--- config.mk ---
export PLATFORM = sky130hd
export DESIGN_NAME = tlk2711_top
export DESIGN_NICKNAME = d
export VERILOG_FILES = /design/src/logic/tlk_pkg.sv /design/src/logic/tlk2711_top.sv /design/src/logic/tlk_rx_deframer.sv /design/src/logic/tlk_tx_framer.sv /design/src/logic/tlk_regs.sv /design/src/logic/tlk_credit_fifo.sv
export SDC_FILE = /design/constraint.sdc
export NUM_CORES = 1
export LEC_CHECK = 0
export BUFFER_PORTS_ARGS = -buffer_cell sky130_fd_sc_hd__buf_2
export CORE_MARGIN = 4
export CORE_UTILIZATION = 35
export DETAILED_ROUTE_END_ITERATION = 16
export HOLD_SLACK_MARGIN = 0.15
export PLACE_DENSITY_LB_ADDON = 0.08
export SLEW_MARGIN = 20
export SYNTH_ARGS = -nofsm -noshare
export SYNTH_HDL_FRONTEND = slang
export SYNTH_SLANG_ARGS = --single-unit
--- constraint.sdc ---
create_clock -name clk_80 -period 6.5 [get_ports clk_80]
set_input_delay 0.65 -clock clk_80 [delete_from_list [all_inputs] [get_ports clk_80]]
set_output_delay 0.65 -clock clk_80 [all_outputs]
set_load 0.01 [all_outputs]
--- src/logic/tlk_pkg.sv ---
// tlk_pkg: buffer sizes, register map, link control words, receive payload type
package tlk_pkg;

    // buffer sizes, one shared depth since a single fifo module serves both sides
    localparam int TX_DEPTH  = 16;
    localparam int RX_DEPTH  = 16;
    localparam int BUF_DEPTH = (TX_DEPTH > RX_DEPTH) ? TX_DEPTH : RX_DEPTH; // power of 2
    localparam int PTR_W     = $clog2(BUF_DEPTH);
    localparam int CNT_W     = $clog2(BUF_DEPTH + 1);   // also frame length width
    localparam int CRED_W    = 8;                       // host rx credit counter

    // register port and link widths
    localparam int REG_DW = 64;
    localparam int REG_AW = 16;
    localparam int WORD_W = 16;

    // register map, unmapped addresses read 0
    localparam logic [REG_AW-1:0] ADDR_CTRL       = 16'd0; // b0 link en, b1 loopen, b2 tx en
    localparam logic [REG_AW-1:0] ADDR_FRAME_LEN  = 16'd1;
    localparam logic [REG_AW-1:0] ADDR_IRQ_STATUS = 16'd2; // w1c: b0 tx, b1 rx, b2 loss
    localparam logic [REG_AW-1:0] ADDR_IRQ_MASK   = 16'd3;
    localparam logic [REG_AW-1:0] ADDR_TX_FRAMES  = 16'd4;
    localparam logic [REG_AW-1:0] ADDR_RX_FRAMES  = 16'd5;
    localparam logic [REG_AW-1:0] ADDR_ERRORS     = 16'd6;

    // link control words
    localparam logic [WORD_W-1:0] IDLE_WORD = 16'hC5BC; // tklsb only
    localparam logic [WORD_W-1:0] SOF_WORD  = 16'hFBFB; // both k flags
    localparam logic [WORD_W-1:0] EOF_WORD  = 16'hFDFD; // both k flags

    // receive payload, data plus end-of-frame marker
    typedef struct packed {
        logic [WORD_W-1:0] data;
        logic              last;
    } rx_word_t;

endpackage
--- src/logic/tlk2711_top.sv ---
// tlk2711_top: registers, tx and rx buffers, framer and deframer for one tlk2711 link
`timescale 1ns/1ps

module tlk2711_top (
    input  logic                       clk_80,
    input  logic                       rst_80,
    input  logic                       i_reg_wen,
    input  logic [tlk_pkg::REG_AW-1:0] i_reg_waddr,
    input  logic [tlk_pkg::REG_DW-1:0] i_reg_wdata,
    input  logic                       i_reg_ren,
    input  logic [tlk_pkg::REG_AW-1:0] i_reg_raddr,
    output logic [tlk_pkg::REG_DW-1:0] o_reg_rdata,
    input  logic                       i_tx_valid,
    input  logic [tlk_pkg::WORD_W-1:0] i_tx_data,
    output logic                       o_tx_credit,
    input  logic                       i_rx_credit,
    output logic                       o_rx_valid,
    output logic [tlk_pkg::WORD_W-1:0] o_rx_data,
    output logic                       o_rx_last,
    output logic                       o_tx_irq,
    output logic                       o_rx_irq,
    output logic                       o_loss_irq,
    input  logic [tlk_pkg::WORD_W-1:0] i_2711_rxd,   // sampled on clk_80, not rx_clk
    input  logic                       i_2711_rkmsb,
    input  logic                       i_2711_rklsb,
    output logic [tlk_pkg::WORD_W-1:0] o_2711_txd,
    output logic                       o_2711_tkmsb,
    output logic                       o_2711_tklsb,
    output logic                       o_2711_enable,
    output logic                       o_2711_loopen,
    output logic                       o_2711_lckrefn
);

    logic                       link_en, tx_en, tx_pop, tx_done;
    logic [tlk_pkg::CNT_W-1:0]  frame_len, tx_count;
    logic [tlk_pkg::WORD_W-1:0] tx_head;
    logic                       rx_push, rx_pop, rx_done, rx_err, rx_full, rx_empty;
    tlk_pkg::rx_word_t          rx_in, rx_head;

    assign o_2711_enable  = link_en;
    assign o_2711_lckrefn = ~link_en;   // lock to ref once link enabled

    tlk_regs u_regs (.clk_80, .rst_80, .i_reg_wen, .i_reg_waddr, .i_reg_wdata,
        .i_reg_ren, .i_reg_raddr, .i_tx_done(tx_done), .i_rx_done(rx_done), .i_err(rx_err),
        .o_reg_rdata, .o_link_en(link_en), .o_loopen(o_2711_loopen), .o_tx_en(tx_en),
        .o_frame_len(frame_len), .o_tx_irq, .o_rx_irq, .o_loss_irq);

    tlk_credit_fifo #(.payload_t(logic [tlk_pkg::WORD_W-1:0])) u_tx_fifo (.clk_80, .rst_80,
        .i_push(i_tx_valid), .i_data(i_tx_data), .i_pop(tx_pop), .o_data(tx_head),
        .o_count(tx_count), .o_full(), .o_empty(), .o_credit(o_tx_credit));

    tlk_tx_framer u_framer (.clk_80, .rst_80, .i_tx_en(tx_en), .i_frame_len(frame_len),
        .i_count(tx_count), .i_head(tx_head), .o_pop(tx_pop), .o_done(tx_done),
        .o_txd(o_2711_txd), .o_tkmsb(o_2711_tkmsb), .o_tklsb(o_2711_tklsb));

    tlk_rx_deframer u_deframer (.clk_80, .rst_80, .i_rxd(i_2711_rxd), .i_rkmsb(i_2711_rkmsb),
        .i_rklsb(i_2711_rklsb), .i_full(rx_full), .i_host_credit(i_rx_credit),
        .i_buf_empty(rx_empty), .o_push(rx_push), .o_word(rx_in), .o_pop(rx_pop),
        .o_done(rx_done), .o_err(rx_err));

    tlk_credit_fifo #(.payload_t(tlk_pkg::rx_word_t)) u_rx_fifo (.clk_80, .rst_80,
        .i_push(rx_push), .i_data(rx_in), .i_pop(rx_pop), .o_data(rx_head),
        .o_count(), .o_full(rx_full), .o_empty(rx_empty), .o_credit());

    // host delivery, popped head registered with its valid
    always_ff @(posedge clk_80) begin
        o_rx_data <= rx_head.data;
        o_rx_last <= rx_head.last;
        if (rst_80) o_rx_valid <= 1'b0;
        else o_rx_valid <= rx_pop;
    end

endmodule

--- src/logic/tlk_rx_deframer.sv ---
// tlk_rx_deframer: receive word classify, frame tracking, last marking, errors, host credits
`timescale 1ns/1ps

module tlk_rx_deframer (
    input  logic                       clk_80,
    input  logic                       rst_80,
    input  logic [tlk_pkg::WORD_W-1:0] i_rxd,
    input  logic                       i_rkmsb,
    input  logic                       i_rklsb,
    input  logic                       i_full,
    input  logic                       i_host_credit,
    input  logic                       i_buf_empty,
    output logic                       o_push,
    output tlk_pkg::rx_word_t          o_word,
    output logic                       o_pop,
    output logic                       o_done,
    output logic                       o_err
);

    typedef enum logic [1:0] {
        FR_OUT,     // between frames
        FR_IN,      // inside a frame
        FR_DROP     // abandoned frame, wait for eof or sof
    } fr_state_t;

    fr_state_t                   state;
    fr_state_t                   state_n;
    logic [tlk_pkg::WORD_W-1:0]  rxd_q;
    logic                        rkmsb_q;
    logic                        rklsb_q;
    logic [tlk_pkg::WORD_W-1:0]  hold_data;    // data word waiting on its successor
    logic                        hold_valid;
    logic                        take;
    logic                        is_k;
    logic                        is_sof;
    logic                        is_eof;
    logic [tlk_pkg::CRED_W-1:0]  host_cred;

    // classify registered word
    assign is_k   = rkmsb_q | rklsb_q;
    assign is_sof = rkmsb_q & rklsb_q & (rxd_q == tlk_pkg::SOF_WORD);
    assign is_eof = rkmsb_q & rklsb_q & (rxd_q == tlk_pkg::EOF_WORD);

    assign o_word.data = hold_data;

    always_comb begin
        state_n     = state;
        take        = 1'b0;
        o_push      = 1'b0;
        o_word.last = 1'b0;
        o_done      = 1'b0;
        o_err       = 1'b0;
        case (state)
            FR_OUT: begin
                if (is_sof) state_n = FR_IN;
                else if (!is_k || is_eof) begin        // stray data or eof
                    o_err   = 1'b1;
                    state_n = is_eof ? FR_OUT : FR_DROP;
                end
            end
            FR_IN: begin
                if (is_sof) o_err = 1'b1;              // restart, held word lost
                else if (is_eof) begin
                    state_n = FR_OUT;
                    if (hold_valid && i_full) o_err = 1'b1; // overflow on last word
                    else if (hold_valid) begin
                        o_push      = 1'b1;
                        o_word.last = 1'b1;
                        o_done      = 1'b1;
                    end
                end else if (!is_k) begin
                    take = 1'b1;
                    if (hold_valid && i_full) begin    // overflow, drop the rest
                        o_err   = 1'b1;
                        take    = 1'b0;
                        state_n = FR_DROP;
                    end else begin
                        o_push = hold_valid;
                    end
                end else begin                         // idle or unknown k inside frame
                    o_err   = 1'b1;
                    state_n = FR_DROP;
                end
            end
            default: begin
                if (is_sof) state_n = FR_IN;
                else if (is_eof) state_n = FR_OUT;
            end
        endcase
    end

    // pop only against host credits
    assign o_pop = (host_cred != '0) && !i_buf_empty;

    always_ff @(posedge clk_80) begin
        rxd_q <= i_rxd;
        if (take) hold_data <= rxd_q;
        if (rst_80) begin
            rkmsb_q    <= 1'b0;
            rklsb_q    <= 1'b1;     // reads as an idle comma
            state      <= FR_OUT;
            hold_valid <= 1'b0;
            host_cred  <= '0;
        end else begin
            rkmsb_q    <= i_rkmsb;
            rklsb_q    <= i_rklsb;
            state      <= state_n;
            hold_valid <= take;
            host_cred  <= host_cred + tlk_pkg::CRED_W'(i_host_credit)
                                    - tlk_pkg::CRED_W'(o_pop);
        end
    end

endmodule

--- src/logic/tlk_tx_framer.sv ---
// tlk_tx_framer: idle, start, data, end sequencing onto the tlk2711 transmit pins
`timescale 1ns/1ps

module tlk_tx_framer (
    input  logic                       clk_80,
    input  logic                       rst_80,
    input  logic                       i_tx_en,
    input  logic [tlk_pkg::CNT_W-1:0]  i_frame_len,
    input  logic [tlk_pkg::CNT_W-1:0]  i_count,     // words in tx buffer
    input  logic [tlk_pkg::WORD_W-1:0] i_head,
    output logic                       o_pop,
    output logic                       o_done,
    output logic [tlk_pkg::WORD_W-1:0] o_txd,
    output logic                       o_tkmsb,
    output logic                       o_tklsb
);

    // state names the word currently on the line
    typedef enum logic [1:0] {
        ST_IDLE,
        ST_START,
        ST_DATA,
        ST_END
    } state_t;

    state_t                     state;
    logic [tlk_pkg::CNT_W-1:0]  left;   // payload words still to pop
    logic                       go;

    // only a whole buffered frame starts
    assign go = i_tx_en && (i_frame_len != '0) && (i_count >= i_frame_len);

    // head is popped in the cycle it is registered onto txd
    assign o_pop = (state == ST_START) || (state == ST_DATA && left != '0);

    always_ff @(posedge clk_80) begin
        if (rst_80) begin
            state   <= ST_IDLE;
            left    <= '0;
            o_done  <= 1'b0;
            o_txd   <= '0;
            o_tkmsb <= 1'b0;
            o_tklsb <= 1'b0;
        end else begin
            o_done <= 1'b0;
            case (state)
                ST_IDLE: begin
                    if (go) begin
                        o_txd   <= tlk_pkg::SOF_WORD;
                        o_tkmsb <= 1'b1;
                        o_tklsb <= 1'b1;
                        left    <= i_frame_len;
                        state   <= ST_START;
                    end else begin
                        o_txd   <= tlk_pkg::IDLE_WORD;   // comma, lsb k only
                        o_tkmsb <= 1'b0;
                        o_tklsb <= 1'b1;
                    end
                end
                ST_START, ST_DATA: begin
                    if (o_pop) begin
                        o_txd   <= i_head;               // data, no k flags
                        o_tkmsb <= 1'b0;
                        o_tklsb <= 1'b0;
                        left    <= left - 1'b1;
                        state   <= ST_DATA;
                    end else begin
                        o_txd   <= tlk_pkg::EOF_WORD;
                        o_tkmsb <= 1'b1;
                        o_tklsb <= 1'b1;
                        o_done  <= 1'b1;                 // lines up with eof on txd
                        state   <= ST_END;
                    end
                end
                default: begin                            // ST_END, forces one idle
                    o_txd   <= tlk_pkg::IDLE_WORD;
                    o_tkmsb <= 1'b0;
                    o_tklsb <= 1'b1;
                    state   <= ST_IDLE;
                end
            endcase
        end
    end

endmodule

--- src/logic/tlk_regs.sv ---
// tlk_regs: control, frame length, irq status and mask, frame and error counters
`timescale 1ns/1ps

module tlk_regs (
    input  logic                       clk_80,
    input  logic                       rst_80,
    input  logic                       i_reg_wen,
    input  logic [tlk_pkg::REG_AW-1:0] i_reg_waddr,
    input  logic [tlk_pkg::REG_DW-1:0] i_reg_wdata,
    input  logic                       i_reg_ren,
    input  logic [tlk_pkg::REG_AW-1:0] i_reg_raddr,
    input  logic                       i_tx_done,
    input  logic                       i_rx_done,
    input  logic                       i_err,
    output logic [tlk_pkg::REG_DW-1:0] o_reg_rdata,
    output logic                       o_link_en,
    output logic                       o_loopen,
    output logic                       o_tx_en,
    output logic [tlk_pkg::CNT_W-1:0]  o_frame_len,
    output logic                       o_tx_irq,
    output logic                       o_rx_irq,
    output logic                       o_loss_irq
);

    logic [2:0]  ctrl;
    logic [2:0]  irq_status;
    logic [2:0]  irq_mask;
    logic [2:0]  irq_set;
    logic [2:0]  irq_clr;
    logic [31:0] tx_frames;
    logic [31:0] rx_frames;
    logic [31:0] errors;

    assign o_link_en = ctrl[0];
    assign o_loopen  = ctrl[1];
    assign o_tx_en   = ctrl[2];

    assign irq_set = {i_err, i_rx_done, i_tx_done};
    assign irq_clr = (i_reg_wen && i_reg_waddr == tlk_pkg::ADDR_IRQ_STATUS) ?
                     i_reg_wdata[2:0] : 3'b000;

    // level irqs
    assign o_tx_irq   = irq_status[0] & irq_mask[0];
    assign o_rx_irq   = irq_status[1] & irq_mask[1];
    assign o_loss_irq = irq_status[2] & irq_mask[2];

    always_ff @(posedge clk_80) begin
        if (rst_80) begin
            ctrl        <= '0;
            o_frame_len <= '0;
            irq_status  <= '0;
            irq_mask    <= '0;
            tx_frames   <= '0;
            rx_frames   <= '0;
            errors      <= '0;
            o_reg_rdata <= '0;
        end else begin
            if (i_reg_wen) begin
                case (i_reg_waddr)
                    tlk_pkg::ADDR_CTRL:      ctrl <= i_reg_wdata[2:0];
                    tlk_pkg::ADDR_FRAME_LEN: o_frame_len <= i_reg_wdata[tlk_pkg::CNT_W-1:0];
                    tlk_pkg::ADDR_IRQ_MASK:  irq_mask <= i_reg_wdata[2:0];
                    default: ;                                   // status handled below
                endcase
            end
            irq_status <= (irq_status & ~irq_clr) | irq_set;     // set wins
            if (i_tx_done) tx_frames <= tx_frames + 1'b1;
            if (i_rx_done) rx_frames <= rx_frames + 1'b1;
            if (i_err) errors <= errors + 1'b1;
            if (i_reg_ren) begin                                 // held until next read
                case (i_reg_raddr)
                    tlk_pkg::ADDR_CTRL:       o_reg_rdata <= tlk_pkg::REG_DW'(ctrl);
                    tlk_pkg::ADDR_FRAME_LEN:  o_reg_rdata <= tlk_pkg::REG_DW'(o_frame_len);
                    tlk_pkg::ADDR_IRQ_STATUS: o_reg_rdata <= tlk_pkg::REG_DW'(irq_status);
                    tlk_pkg::ADDR_IRQ_MASK:   o_reg_rdata <= tlk_pkg::REG_DW'(irq_mask);
                    tlk_pkg::ADDR_TX_FRAMES:  o_reg_rdata <= tlk_pkg::REG_DW'(tx_frames);
                    tlk_pkg::ADDR_RX_FRAMES:  o_reg_rdata <= tlk_pkg::REG_DW'(rx_frames);
                    tlk_pkg::ADDR_ERRORS:     o_reg_rdata <= tlk_pkg::REG_DW'(errors);
                    default:                  o_reg_rdata <= '0;
                endcase
            end
        end
    end

endmodule

--- src/logic/tlk_credit_fifo.sv ---
// tlk_credit_fifo: circular buffer with head lookahead, occupancy count and credit pulse
`timescale 1ns/1ps

module tlk_credit_fifo #(
    parameter type payload_t = logic [tlk_pkg::WORD_W-1:0]
) (
    input  logic                     clk_80,
    input  logic                     rst_80,
    input  logic                     i_push,
    input  payload_t                 i_data,
    input  logic                     i_pop,
    output payload_t                 o_data,   // head word, valid when not empty
    output logic [tlk_pkg::CNT_W-1:0] o_count,
    output logic                     o_full,
    output logic                     o_empty,
    output logic                     o_credit  // one pulse per pop
);

    payload_t                  mem [tlk_pkg::BUF_DEPTH];
    logic [tlk_pkg::PTR_W-1:0] wr_ptr;
    logic [tlk_pkg::PTR_W-1:0] rd_ptr;
    logic                      do_push;
    logic                      do_pop;

    assign do_push = i_push && !o_full;   // push on full is lost
    assign do_pop  = i_pop && !o_empty;

    assign o_full  = (o_count == tlk_pkg::CNT_W'(tlk_pkg::BUF_DEPTH));
    assign o_empty = (o_count == '0);
    assign o_data  = mem[rd_ptr];         // lookahead read

    // pointers wrap on their own, depth is a power of 2
    always_ff @(posedge clk_80) begin
        if (rst_80) begin
            wr_ptr   <= '0;
            rd_ptr   <= '0;
            o_count  <= '0;
            o_credit <= 1'b0;
        end else begin
            if (do_push) wr_ptr <= wr_ptr + 1'b1;
            if (do_pop) rd_ptr <= rd_ptr + 1'b1;
            o_count  <= o_count + tlk_pkg::CNT_W'(do_push) - tlk_pkg::CNT_W'(do_pop);
            o_credit <= do_pop;            // returned to the producer next cycle
        end
    end

    // storage
    always_ff @(posedge clk_80) begin
        if (do_push) begin
            mem[wr_ptr] <= i_data;
        end
    end

endmodule

Yosys cells after proc, flatten, opt, wreduce, memory -nomap -nowiden. Memory sizes are Yosys's and may differ from the RTL's. A register that Yosys moved wholly into a read port is not among the register bits. Index checks and enable logic that the tools add are counted.

Flip-flop bits (word level): 273. RAM bits: 528. Bits of input ports: 136. Output and inout port bits: 107. Word-level logic and storage cells: 167. Memories kept: 2.

Add/subtract/negate cells: 14. Order comparisons: 1. Equality and inequality tests: 21. Muxes and demuxes: 53. Bitwise logic cells: 12. Reduce and logical (&&, ||, !) cells: 35.

Memory list: u_rx_fifo.mem (words 16, bits a word 17, read ports 1, clocked after memory_dff 1, wr ports 1, line tlk_credit_fifo.sv:19) `payload_t mem [tlk_pkg::BUF_DEPTH];`; u_tx_fifo.mem (words 16, bits a word 16, read ports 1, clocked after memory_dff 1, wr ports 1, line tlk_credit_fifo.sv:19).

Operators by type and width (count): 32-bit one-hot mux with 7 select lines (1); 32-bit by 1-bit adder with 32-bit output, second input constant (3); 16-bit by 2-bit == test with 1-bit output, second input constant (4); 16-bit by 3-bit == test with 1-bit output, second input constant (3); 16-bit by 1-bit == test with 1-bit output, second input constant (2); 16-bit == test, second input constant (2); 16-bit zero test (2); 16-bit one-hot mux with 2 select lines (1); 1-bit 2-to-1 mux (29); 2-bit 2-to-1 mux (10); 4-bit by 1-bit adder with 4-bit output, second input constant (4); 16-bit 2-to-1 mux (1); 14-bit 2-to-1 mux (1); 5-bit by 1-bit adder with 5-bit output (2); 5-bit == test, second input constant (2); 1-bit logical AND (10); 5-bit zero test (2); 5-bit 2-to-1 mux (2); 5-bit one-hot mux with 2 select lines (1); 5-bit nonzero test (2); 5-bit by 1-bit subtractor with 5-bit output (2); 8-bit by 1-bit adder with 8-bit output (1); 4-bit 2-to-1 mux (2); 2-bit one-hot mux with 2 select lines (2); other kinds (27) (45).

Longest topological paths before layout. Gate-level depths: netlist (run 1).

Depth after elaboration: 10. Depth in mapped cells: 14. Mapped depth without buffers: 14.

By module. Synthesis (run 1) repeated with hierarchy kept, for this count alone.

Cell total of the unflattened synthesis: 2205. Area total of the unflattened synthesis: 32381.1 µm².

Modules (own cells, without submodules): tlk_credit_fifo (u_rx_fifo) (times used 1, cells an instance 528, area each 11164.5 µm², sequential area each 8528.2 µm²); tlk_credit_fifo (u_tx_fifo) (times used 1, cells an instance 503, area each 10561.4 µm², sequential area each 8047.7 µm²); tlk_regs (times used 1, cells an instance 860, area each 7294.5 µm², sequential area each 2842.7 µm²); tlk_rx_deframer (times used 1, cells an instance 139, area each 1705.4 µm², sequential area each 1061.0 µm²); tlk_tx_framer (times used 1, cells an instance 155, area each 1277.5 µm², sequential area each 520.5 µm²); tlk2711_top (times used 1, cells an instance 20, area each 377.9 µm², sequential area each 360.3 µm²).

Least setup slack after synthesis (run 1). OpenSTA, ideal clock, no wires.

Kind: register -> register. Start point: reg u_framer.left[0] (netlist name). End point: reg u_tx_fifo.o_count[4] (netlist name). Library setup time: 0.070 ns. Arrival: 2.932 ns. Required time: 6.430 ns. Setup slack: 3.497 ns. Cell stages (with the launch flop): 14. Buffers on the path: 0. Clock period less this slack: 3.003 ns. Cell sequence: dfxtp_1 inv_1 ha_1 or4b_1 a21oi_2 nor2_1 ha_1 inv_1 ha_1 fa_1 a21oi_1 nor2_1 or3_1 a21oi_1.

Word-level cells in the longest chain between the ends: 5.

Ends and longest elaborated chain: from (decl) (line tlk_tx_framer.sv:27) `logic [tlk_pkg::CNT_W-1:0] left;`; from (signal assigned) (line tlk_tx_framer.sv:52) `left <= i_frame_len;`; from (signal assigned) (line tlk_tx_framer.sv:65) `left <= left - 1'b1;`; 5-bit nonzero test (line tlk_tx_framer.sv:34) `assign o_pop = (state == ST_START) || (state == ST_DATA && left != '0);`; 1-bit logical AND (line tlk_tx_framer.sv:34); 1-bit logical OR (line tlk_tx_framer.sv:34); 1-bit logical AND (line tlk_credit_fifo.sv:26) `assign do_pop = i_pop && !o_empty;`; net u_tx_fifo.do_pop (line tlk_credit_fifo.sv:23) `logic do_pop;`; 5-bit by 1-bit subtractor with 5-bit output (line tlk_credit_fifo.sv:42) `o_count <= o_count + tlk_pkg::CNT_W'(do_push) - tlk_pkg::CNT_W'(do_pop);`; to (signal assigned) (line tlk_credit_fifo.sv:42); to (decl) (line tlk_credit_fifo.sv:13) `output logic [tlk_pkg::CNT_W-1:0] o_count,`.

The timed path passes the listed nets, and every way through them passes these cells. A chain may end at the register's enable or synchronous reset.

Final worst setup path (run 1).
Start point: reg u_deframer.rxd_q[7] (netlist name). End point: reg u_rx_fifo.o_count[4] (netlist name).

Word-level cells in the longest chain between the ends: 8. Elaborated cells between the ends (all ways): 10. Classes of those cells: 2 x add/sub; 2 x eq/ne; 3 x mux; 2 x bitwise; 1 x reduce/logical.

Ends and longest elaborated chain: from (decl) (line tlk_rx_deframer.sv:28) `logic [tlk_pkg::WORD_W-1:0] rxd_q;`; from (signal assigned) (line tlk_rx_deframer.sv:96) `rxd_q <= i_rxd;`; 16-bit == test (line tlk_rx_deframer.sv:42) `assign is_eof = rkmsb_q & rklsb_q & (rxd_q == tlk_pkg::EOF_WORD);`; 1-bit bitwise AND (line tlk_rx_deframer.sv:42); 1-bit 2-to-1 mux (line tlk_rx_deframer.sv:63) `else if (is_eof) begin`; 1-bit 2-to-1 mux * (line tlk_rx_deframer.sv:62) `if (is_sof) o_err = 1'b1;`; 1-bit 2-to-1 mux * (line tlk_rx_deframer.sv:53) `case (state)`; 1-bit logical AND * (line tlk_credit_fifo.sv:25) `assign do_push = i_push && !o_full;`; 5-bit by 1-bit adder with 5-bit output * (line tlk_credit_fifo.sv:42); 5-bit by 1-bit subtractor with 5-bit output * (line tlk_credit_fifo.sv:42); to (signal assigned) (line tlk_credit_fifo.sv:42); to (decl) (line tlk_credit_fifo.sv:13).

Mark *: on every way between the ends. The rest lies on a longest branch, timed or not.

==> flow_summary_export.csv, run 1 <==
group,metric,value,unit
critical_path,crit_slowest_cell,"nor2_1",
sta,finalSetupTns,0,ns
detailed_routing,wire_per_inst,21.9,um
grt,overflow,0,
detailed_routing,routed_wl,78800,um
place,dp.final_hpwl,48600,um
critical_path,worstReg2RegEnd,"u_rx_fifo.o_count[4]$_SDFF_PP0_",
place,io_buffer_count,151,
critical_path,crit_chain,"nand4_1 -> nor4_4 -> a21oi_1 -> nor2_1 -> ha_1 -> inv_1 -> fa_1 -> inv_1 -> a21oi_1 -> nor2_1 -> or3_1 -> a21oi_1",
critical_path,crit_type,"flop to flop",
clock_tree,clk_path_buf_depth,3,
layout,drive_gt1_frac,0.226,
sta,hold_viol_final,0,
detailed_routing,vias,18700,
critical_path,rr_worst_depth,12,
sta,relSlewSlack,0.326,
clock_tree,cts_setup_buffers,0,
clock_tree,cts-hold-fix-buffers,17,
detailed_routing,firstDrtPassIters,5,
floorplan,die_width,312,um
power_and_ir_drop,power.total,12.0,mW
yosys,synth_cell_types,72,
detailed_routing,antenna_left,0,
critical_path,cpPeakStageDelay,0.73,ns
layout,nets,2522,
critical_path,cp.depth,12,
flow_run,maxCapViolations,0,
sta,worst_pin_slew,1.01,ns
critical_path,startpoint,"u_deframer.rxd_q[7]$_DFF_P_",
floorplan,core,91700,um^2
sta,rsz0062_at_grt,"false",
yosys,syn_avg_cell_area,15.1,um^2
place,placed_cell_area,34400,um^2
power_and_ir_drop,ir_worst_vdd,182,uV
grt,grt_max_degree,182,
grt,antenna_found_initial,1,
sta,fmaxAchievable,0.272,GHz
clock_tree,path_clk_slew,0.06,ns
status,status,"completed",
critical_path,reg2reg_from,"u_deframer.rxd_q[7]$_DFF_P_",
critical_path,cpMostUsedCell,"a21oi_1",
floorplan,die_area,97400,um^2
critical_path,crit_path_end_kind,"flop",
detailed_routing,route.detailed.drc,0,
clock_tree,numCtsBuffers,89,
sta,fin_crit_sh,0.566,
min_path,hp-class,"input pin to flop",
clock_tree,worstSkewPairLatency,0.65,ns
detailed_routing,drt_iter0_markers,1350,
clock_tree,cts_tree,"built",
floorplan,io_pins,243,
floorplan,initial_core_util,0.353,
yosys,synth_seq_area_share,0.657,
layout,final_area,37500,um^2
yosys,yosysWarnings,0,
power_and_ir_drop,p_leak,12.6,nW
grt,grtUsageTotal,0.161,
sta,holdWs,0.234,ns
yosys,synth_area,32400,um^2
critical_path,reg2reg_slack,2.82,ns
yosys,netlist_instances,2142,
grt,grt_pass1_vias,19100,
yosys,synth_edf_count,544,
yosys,synth-seq-cells,790,
power_and_ir_drop,p_per_area,319,nW/um^2
clock_tree,clockRootBuffer,"clkbuf_16",
sta,fin_skew,0.0208,ns
critical_path,cp.arrival,4.16,ns
critical_path,path_delay_family,"simple AND/OR/NAND/NOR gates",
sta,maxSlewViolCount,0,
yosys,async_reset_ff_frac,0,
clock_tree,cts_resized,0,
sta,period_needed,3.68,ns
place,gp_congestion,0.724,
critical_path,crit_path_start_kind,"flop",
layout,syn_to_final_growth,15.8,%
grt,grt_pass1_wl,120000,um
clock_tree,htree_levels,3,
floorplan,die-height,312,um
sta,setup_viol,0,
floorplan,rows,111,
critical_path,worstSetupEndpoint,"u_rx_fifo.o_count[4]$_SDFF_PP0_",
detailed_routing,vias_per_cell,5.19,
critical_path,cp.required,6.98,ns
yosys,synthFlopType,"edfxtp_1",
critical_path,cp_num_buf_inv,2,
critical_path,worst-path-max-fanout,18,
clock_tree,cts.sinks,790,
stage by stage:
stage	cells	utilization	setup WS (ns)
final	3598	0.409	2.82
after global routing	3597	0.409	2.54
after CTS	3597	0.409	2.81
after detailed placement	3414	0.376	2.84
after global placement	3414	0.376	2.90
after floorplan	2173	-	3.50
cells in the mapped netlist, types with 22 or more instances:
master / n / area [um^2]
nor4_1: 38 / 238
nand2_1: 84 / 315
xnor2_1: 33 / 289
buf_2: 26 / 130
nor2_1: 169 / 634
ha_1: 47 / 588
buf_4: 32 / 240
a21oi_1: 64 / 320
nand4_1: 27 / 169
mux2i_1: 47 / 470
nor2b_1: 42 / 263
mux4_2: 168 / 3780
nor3_1: 28 / 140
o31ai_1: 26 / 195
dfxtp_1: 246 / 4920
and3_1: 25 / 156
mux2_1: 22 / 248
edfxtp_1: 544 / 16300
a22oi_1: 33 / 248
clkbuf_1: 70 / 263
nand3_1: 41 / 205
o21ai_0: 67 / 335
inv_1: 66 / 248
or4_1: 27 / 203
how the worst min path moves through the flow:
stage	startpoint	to	cells after the start	slack (ns)
finish	i_2711_rkmsb	u_deframer.rkmsb_q$_SDFF_PP0_	2	0.23
global route	i_2711_rkmsb	u_deframer.rkmsb_q$_SDFF_PP0_	2	0.22
CTS	i_2711_rkmsb	u_deframer.rkmsb_q$_SDFF_PP0_	2	0.18
detailed placement	u_deframer.rxd_q[11]$_DFF_P_	u_deframer.hold_data[11]$_DFFE_PP_	0	0.42
global placement	u_deframer.rxd_q[13]$_DFF_P_	u_deframer.hold_data[13]$_DFFE_PP_	0	0.42
floorplan	u_deframer.rxd_q[11]$_DFF_P_	u_deframer.hold_data[11]$_DFFE_PP_	0	0.41
state kept, by name (all words and copies together), names as in the netlist, 5 cells and up, named ones only:
signal and cells:
u_rx_fifo.o_count 5, u_framer.left 5, u_tx_fifo.o_count 5, u_framer.o_txd 16, u_regs.o_frame_len 5, u_deframer.host_cred 8
u_regs.errors 32, u_regs.o_reg_rdata 32, u_regs.tx_frames 32, u_deframer.hold_data 16, u_regs.rx_frames 32, u_rx_fifo.mem 272
o_rx_data 16, u_deframer.rxd_q 16, u_tx_fifo.mem 256
kinds of logic (layout without fill, tap and decap cells):
kind of cell	Yosys count	count (layout)	synth area share
other cells	1	33	0.000116
fa+ha+maj	50	50	0.0200
xor+xnor	48	48	0.0130
flops	790	790	0.657
mux	250	250	0.144
compound gates	231	231	0.0446
simple gates	563	563	0.0922
buf+inv	209	447	0.0296
area by class of cell:
| class | count | area [um^2] |
|---|---|---|
| Antenna cell | 1 | 2.50 |
| Clock buffer | 124 | 2490 |
| Tap cell | 1186 | 1480 |
| Sequential cell | 790 | 21300 |
| Multi-Input combinational cell | 1174 | 10300 |
| Fill cell | 8445 | 54200 |
| Inverter | 68 | 255 |
| Timing Repair Buffer | 213 | 1280 |
| Clock inverter | 42 | 374 |
metal layers:
metal,global-route usage,wire length (um)
met1,0.223,35800
met2,0.264,37800
met3,0.0268,3760
met4,0.0434,1460
met5,0,0
where the power goes:
part | leakage [nW] | total, mW | switching (mW) | internal [mW]
Sequential | 6.93 | 5.69 | 0.170 | 5.52
Clock | 1.41 | 4.89 | 2.01 | 2.88
Combinational | 4.26 | 1.39 | 0.670 | 0.720
layout by cell type, fill, tap and decap left out, types with 22 or more instances in the layout:
master,synthesis,routed
a21oi_1,64,64
a22oi_1,33,33
and3_1,25,25
buf_2,26,150
buf_4,32,44
clkbuf_1,70,24
clkbuf_16,0,91
conb_1,1,32
dfxtp_1,246,240
edfxtp_1,544,544
ha_1,47,47
inv_1,66,66
mux2_1,22,22
mux2i_1,47,47
mux4_2,168,168
nand2_1,84,84
nand3_1,41,41
nand4_1,27,27
nor2_1,169,162
nor2b_1,42,41
nor3_1,28,24
nor4_1,38,38
o21ai_0,67,67
o31ai_1,26,26
or4_1,27,27
xnor2_1,33,33
Power figures use the tool's default switching activity.
==> inputs of run 2 (changes only) <==
clock period = 3.4 ns   (was 6.5 ns; I/O delays follow)
==> flow_summary_export.csv, run 2 (synthesis gave the netlist of run 1 again) <==
group,metric,value,unit
grt,antenna_found_initial,2,
sta,fmaxAchievable,0.330,GHz
sta,finalSetupTns,0,ns
critical_path,cp.required,3.99,ns
power_and_ir_drop,power_frac_comb,0.122,
clock_tree,cts_resized,0,
layout,nets,2583,
layout,multiInputGateArea,10300,um^2
clock_tree,clk_path_buf_depth,3,
layout,n_antenna_cell,0,
detailed_routing,vias_per_cell,5.17,
layout,final_util,0.417,
sta,hold_viol_final,0,
sta,relSlewSlack,0.422,
grt,grt_pass1_wl,122000,um
critical_path,cp.arrival,3.62,ns
layout,largest_reg_flops,272,
layout,nFillCells,8391,
floorplan,io_pins,243,
critical_path,worstReg2RegEnd,"u_tx_fifo.o_count[4]$_SDFF_PP0_",
sta,fin_skew,0.0284,ns
critical_path,worst-path-max-fanout,3,
power_and_ir_drop,pwr-share-seq,0.464,
sta,period_needed,3.03,ns
critical_path,worstSetupEndpoint,"u_tx_fifo.o_count[4]$_SDFF_PP0_",
detailed_routing,vias,18900,
layout,mostFrequentLayoutCells,"edfxtp_1 (544), dfxtp_1 (241), mux4_2 (168), nor2_1 (162), buf_2 (150)",
detailed_routing,drt_iter0_markers,1227,
critical_path,reg2reg_slack,0.37,ns
floorplan,rows,111,
clock_tree,worstSkewPairLatency,0.66,ns
clock_tree,clockRootBuffer,"clkbuf_16",
clock_tree,htree_levels,3,
clock_tree,cts.sinks,790,
floorplan,die_width,312,um
layout,layout.cells.most_common,"edfxtp_1",
detailed_routing,routed_wl,80600,um
floorplan,initial_core_util,0.353,
sta,fin_crit_sh,0.892,
grt,overflow,0,
grt,grtUsageTotal,0.165,
critical_path,crit_path_end_kind,"flop",
place,gp_congestion,0.742,
critical_path,reg2reg_from,"u_framer.left[0]$_SDFFE_PP0P_",
floorplan,core,91700,um^2
flow_run,maxCapViolations,0,
sta,setup_viol,0,
detailed_routing,firstDrtPassIters,5,
detailed_routing,antenna_left,0,
place,dp.final_hpwl,49900,um
critical_path,cpPeakStageDelay,0.50,ns
detailed_routing,route.detailed.drc,0,
power_and_ir_drop,p_sw,5.53,mW
layout,ff_latch_area,21300,um^2
critical_path,crit_chain,"inv_1 -> ha_1 -> or4b_1 -> a21oi_2 -> nor2_1 -> ha_1 -> inv_1 -> ha_1 -> fa_1 -> a21oi_1 -> nor2_1 -> or3_1 -> a21oi_1",
place,io_buffer_count,151,
power_and_ir_drop,clockPowerShare,0.415,
critical_path,crit_slowest_cell,"or4b_1",
power_and_ir_drop,internal_power,17.7,mW
grt,grt_max_degree,97,
layout,largestRegisters,"u_rx_fifo.mem (272), u_tx_fifo.mem (256)",
clock_tree,numCtsBuffers,90,
power_and_ir_drop,power_switching_share,0.238,
sta,finalWorstSetupSlack,0.367,ns
sta,maxSlewViolCount,0,
sta,worst_pin_slew,0.864,ns
floorplan,die-height,312,um
place,dpl_worst_slack,0.342,ns
status,status,"completed",
floorplan,die_area,97400,um^2
critical_path,rr_worst_depth,13,
critical_path,cpMostUsedCell,"ha_1",
critical_path,startpoint,"u_framer.left[0]$_SDFFE_PP0P_",
clock_tree,cts-hold-fix-buffers,42,
min_path,worst_hold_path.num_cells,5,
clock_tree,cts_tree,"built",
detailed_routing,wire_per_inst,22.1,um
critical_path,crit_path_start_kind,"flop",
layout,regMostFlops,"u_rx_fifo.mem",
clock_tree,path_clk_slew,0.06,ns
layout,drive_gt1_frac,0.234,
power_and_ir_drop,ir_worst_vdd,435,uV
clock_tree,cts_setup_buffers,0,
layout,syn_to_final_growth,18.1,%
min_path,hp-class,"input pin to flop",
power_and_ir_drop,p_per_area,608,nW/um^2
power_and_ir_drop,p_leak,13.0,nW
critical_path,crit_type,"flop to flop",
sta,rsz0062_at_grt,"false",
grt,grt_pass1_vias,19400,
==> run 2: cell count changes in the layout (fill, tap and decap cells not counted), moves of 2 or more <==
| cell | change |
|---|---|
| clkinv_4 | +2 |
| dlygate4sd3_1 | +25 |
| clkinv_2 | -3 |
| buf_12 | +13 |
| buf_4 | +22 |
| clkinvlp_4 | +2 |
| clkbuf_1 | -2 |
| clkbuf_8 | -2 |
| bufinv_16 | +3 |
==> run 2: per-layer routing <==
layer | part of all wire | GRT usage | vias to the layer above
met2 | 0.48 | 0.271 | 404
met3 | 0.043 | 0.0261 | 101
met5 | 0.00016 | 0 | -
li1 | - | - | 8725
met1 | 0.46 | 0.231 | 9656
met4 | 0.020 | 0.0408 | 2
==> run 2: worst min-delay path by stage <==
stage | startpoint | endpoint | slack [ns]
final | i_reg_raddr[12] | u_regs.o_reg_rdata[2]$_SDFFE_PP0P_ | 0.22
after global routing | i_reg_raddr[13] | u_regs.o_reg_rdata[2]$_SDFFE_PP0P_ | 0.24
after CTS | i_reg_raddr[12] | u_regs.o_reg_rdata[2]$_SDFFE_PP0P_ | 0.16
after detailed placement | u_deframer.rxd_q[13]$_DFF_P_ | u_deframer.hold_data[13]$_DFFE_PP_ | 0.42
after global placement | u_deframer.rxd_q[15]$_DFF_P_ | u_deframer.hold_data[15]$_DFFE_PP_ | 0.42
after floorplan | i_2711_rxd[0] | u_deframer.rxd_q[0]$_DFF_P_ | 0.37
==> run 2: metrics by stage <==
| step | std cells | power (mW) | hold WS, ns | cell area, um^2 |
|---|---|---|---|---|
| final | 3655 | 23.3 | 0.223 | 38200 |
| after CTS | 3655 | 23.6 | 0.165 | 38200 |
| after global placement | 3449 | 13.8 | 0.421 | 34900 |
| after global routing | 3655 | 24.3 | 0.242 | 38200 |
| after floorplan | 2173 | 13.0 | 0.368 | 32500 |
| after detailed placement | 3449 | 13.8 | 0.422 | 34900 |
==> run 2: worst max-delay path: cells and delay by family, from the launching register on <==
| family | cells | cell delay, ns |
|---|---|---|
| AO/OA/AOI/OAI | 3 | 0.50 |
| adder cells (fa/ha/maj) | 4 | 1.02 |
| buffers and inverters | 2 | 0.14 |
| flip-flops | 1 | 0.32 |
| AND/OR/NAND/NOR | 4 | 1.01 |
==> run 2: layout make-up <==
type,instances,share of cell area
Clock buffer,121,0.0649
Clock inverter,43,0.0122
Inverter,68,0.00668
Multi-Input combinational cell,1174,0.270
Sequential cell,790,0.556
Tap cell,1186,0.0388
Timing Repair Buffer,273,0.0513
==> run 2: power by group through the flow <==
stage	Combinational, mW	Sequential (mW)	Clock (mW)
after floorplan	2.05	10.9	0
after global placement	2.80	11.0	0
after detailed placement	2.83	11.0	0
after CTS	2.89	10.8	9.96
after global routing	3.16	10.8	10.4
final	2.84	10.8	9.64
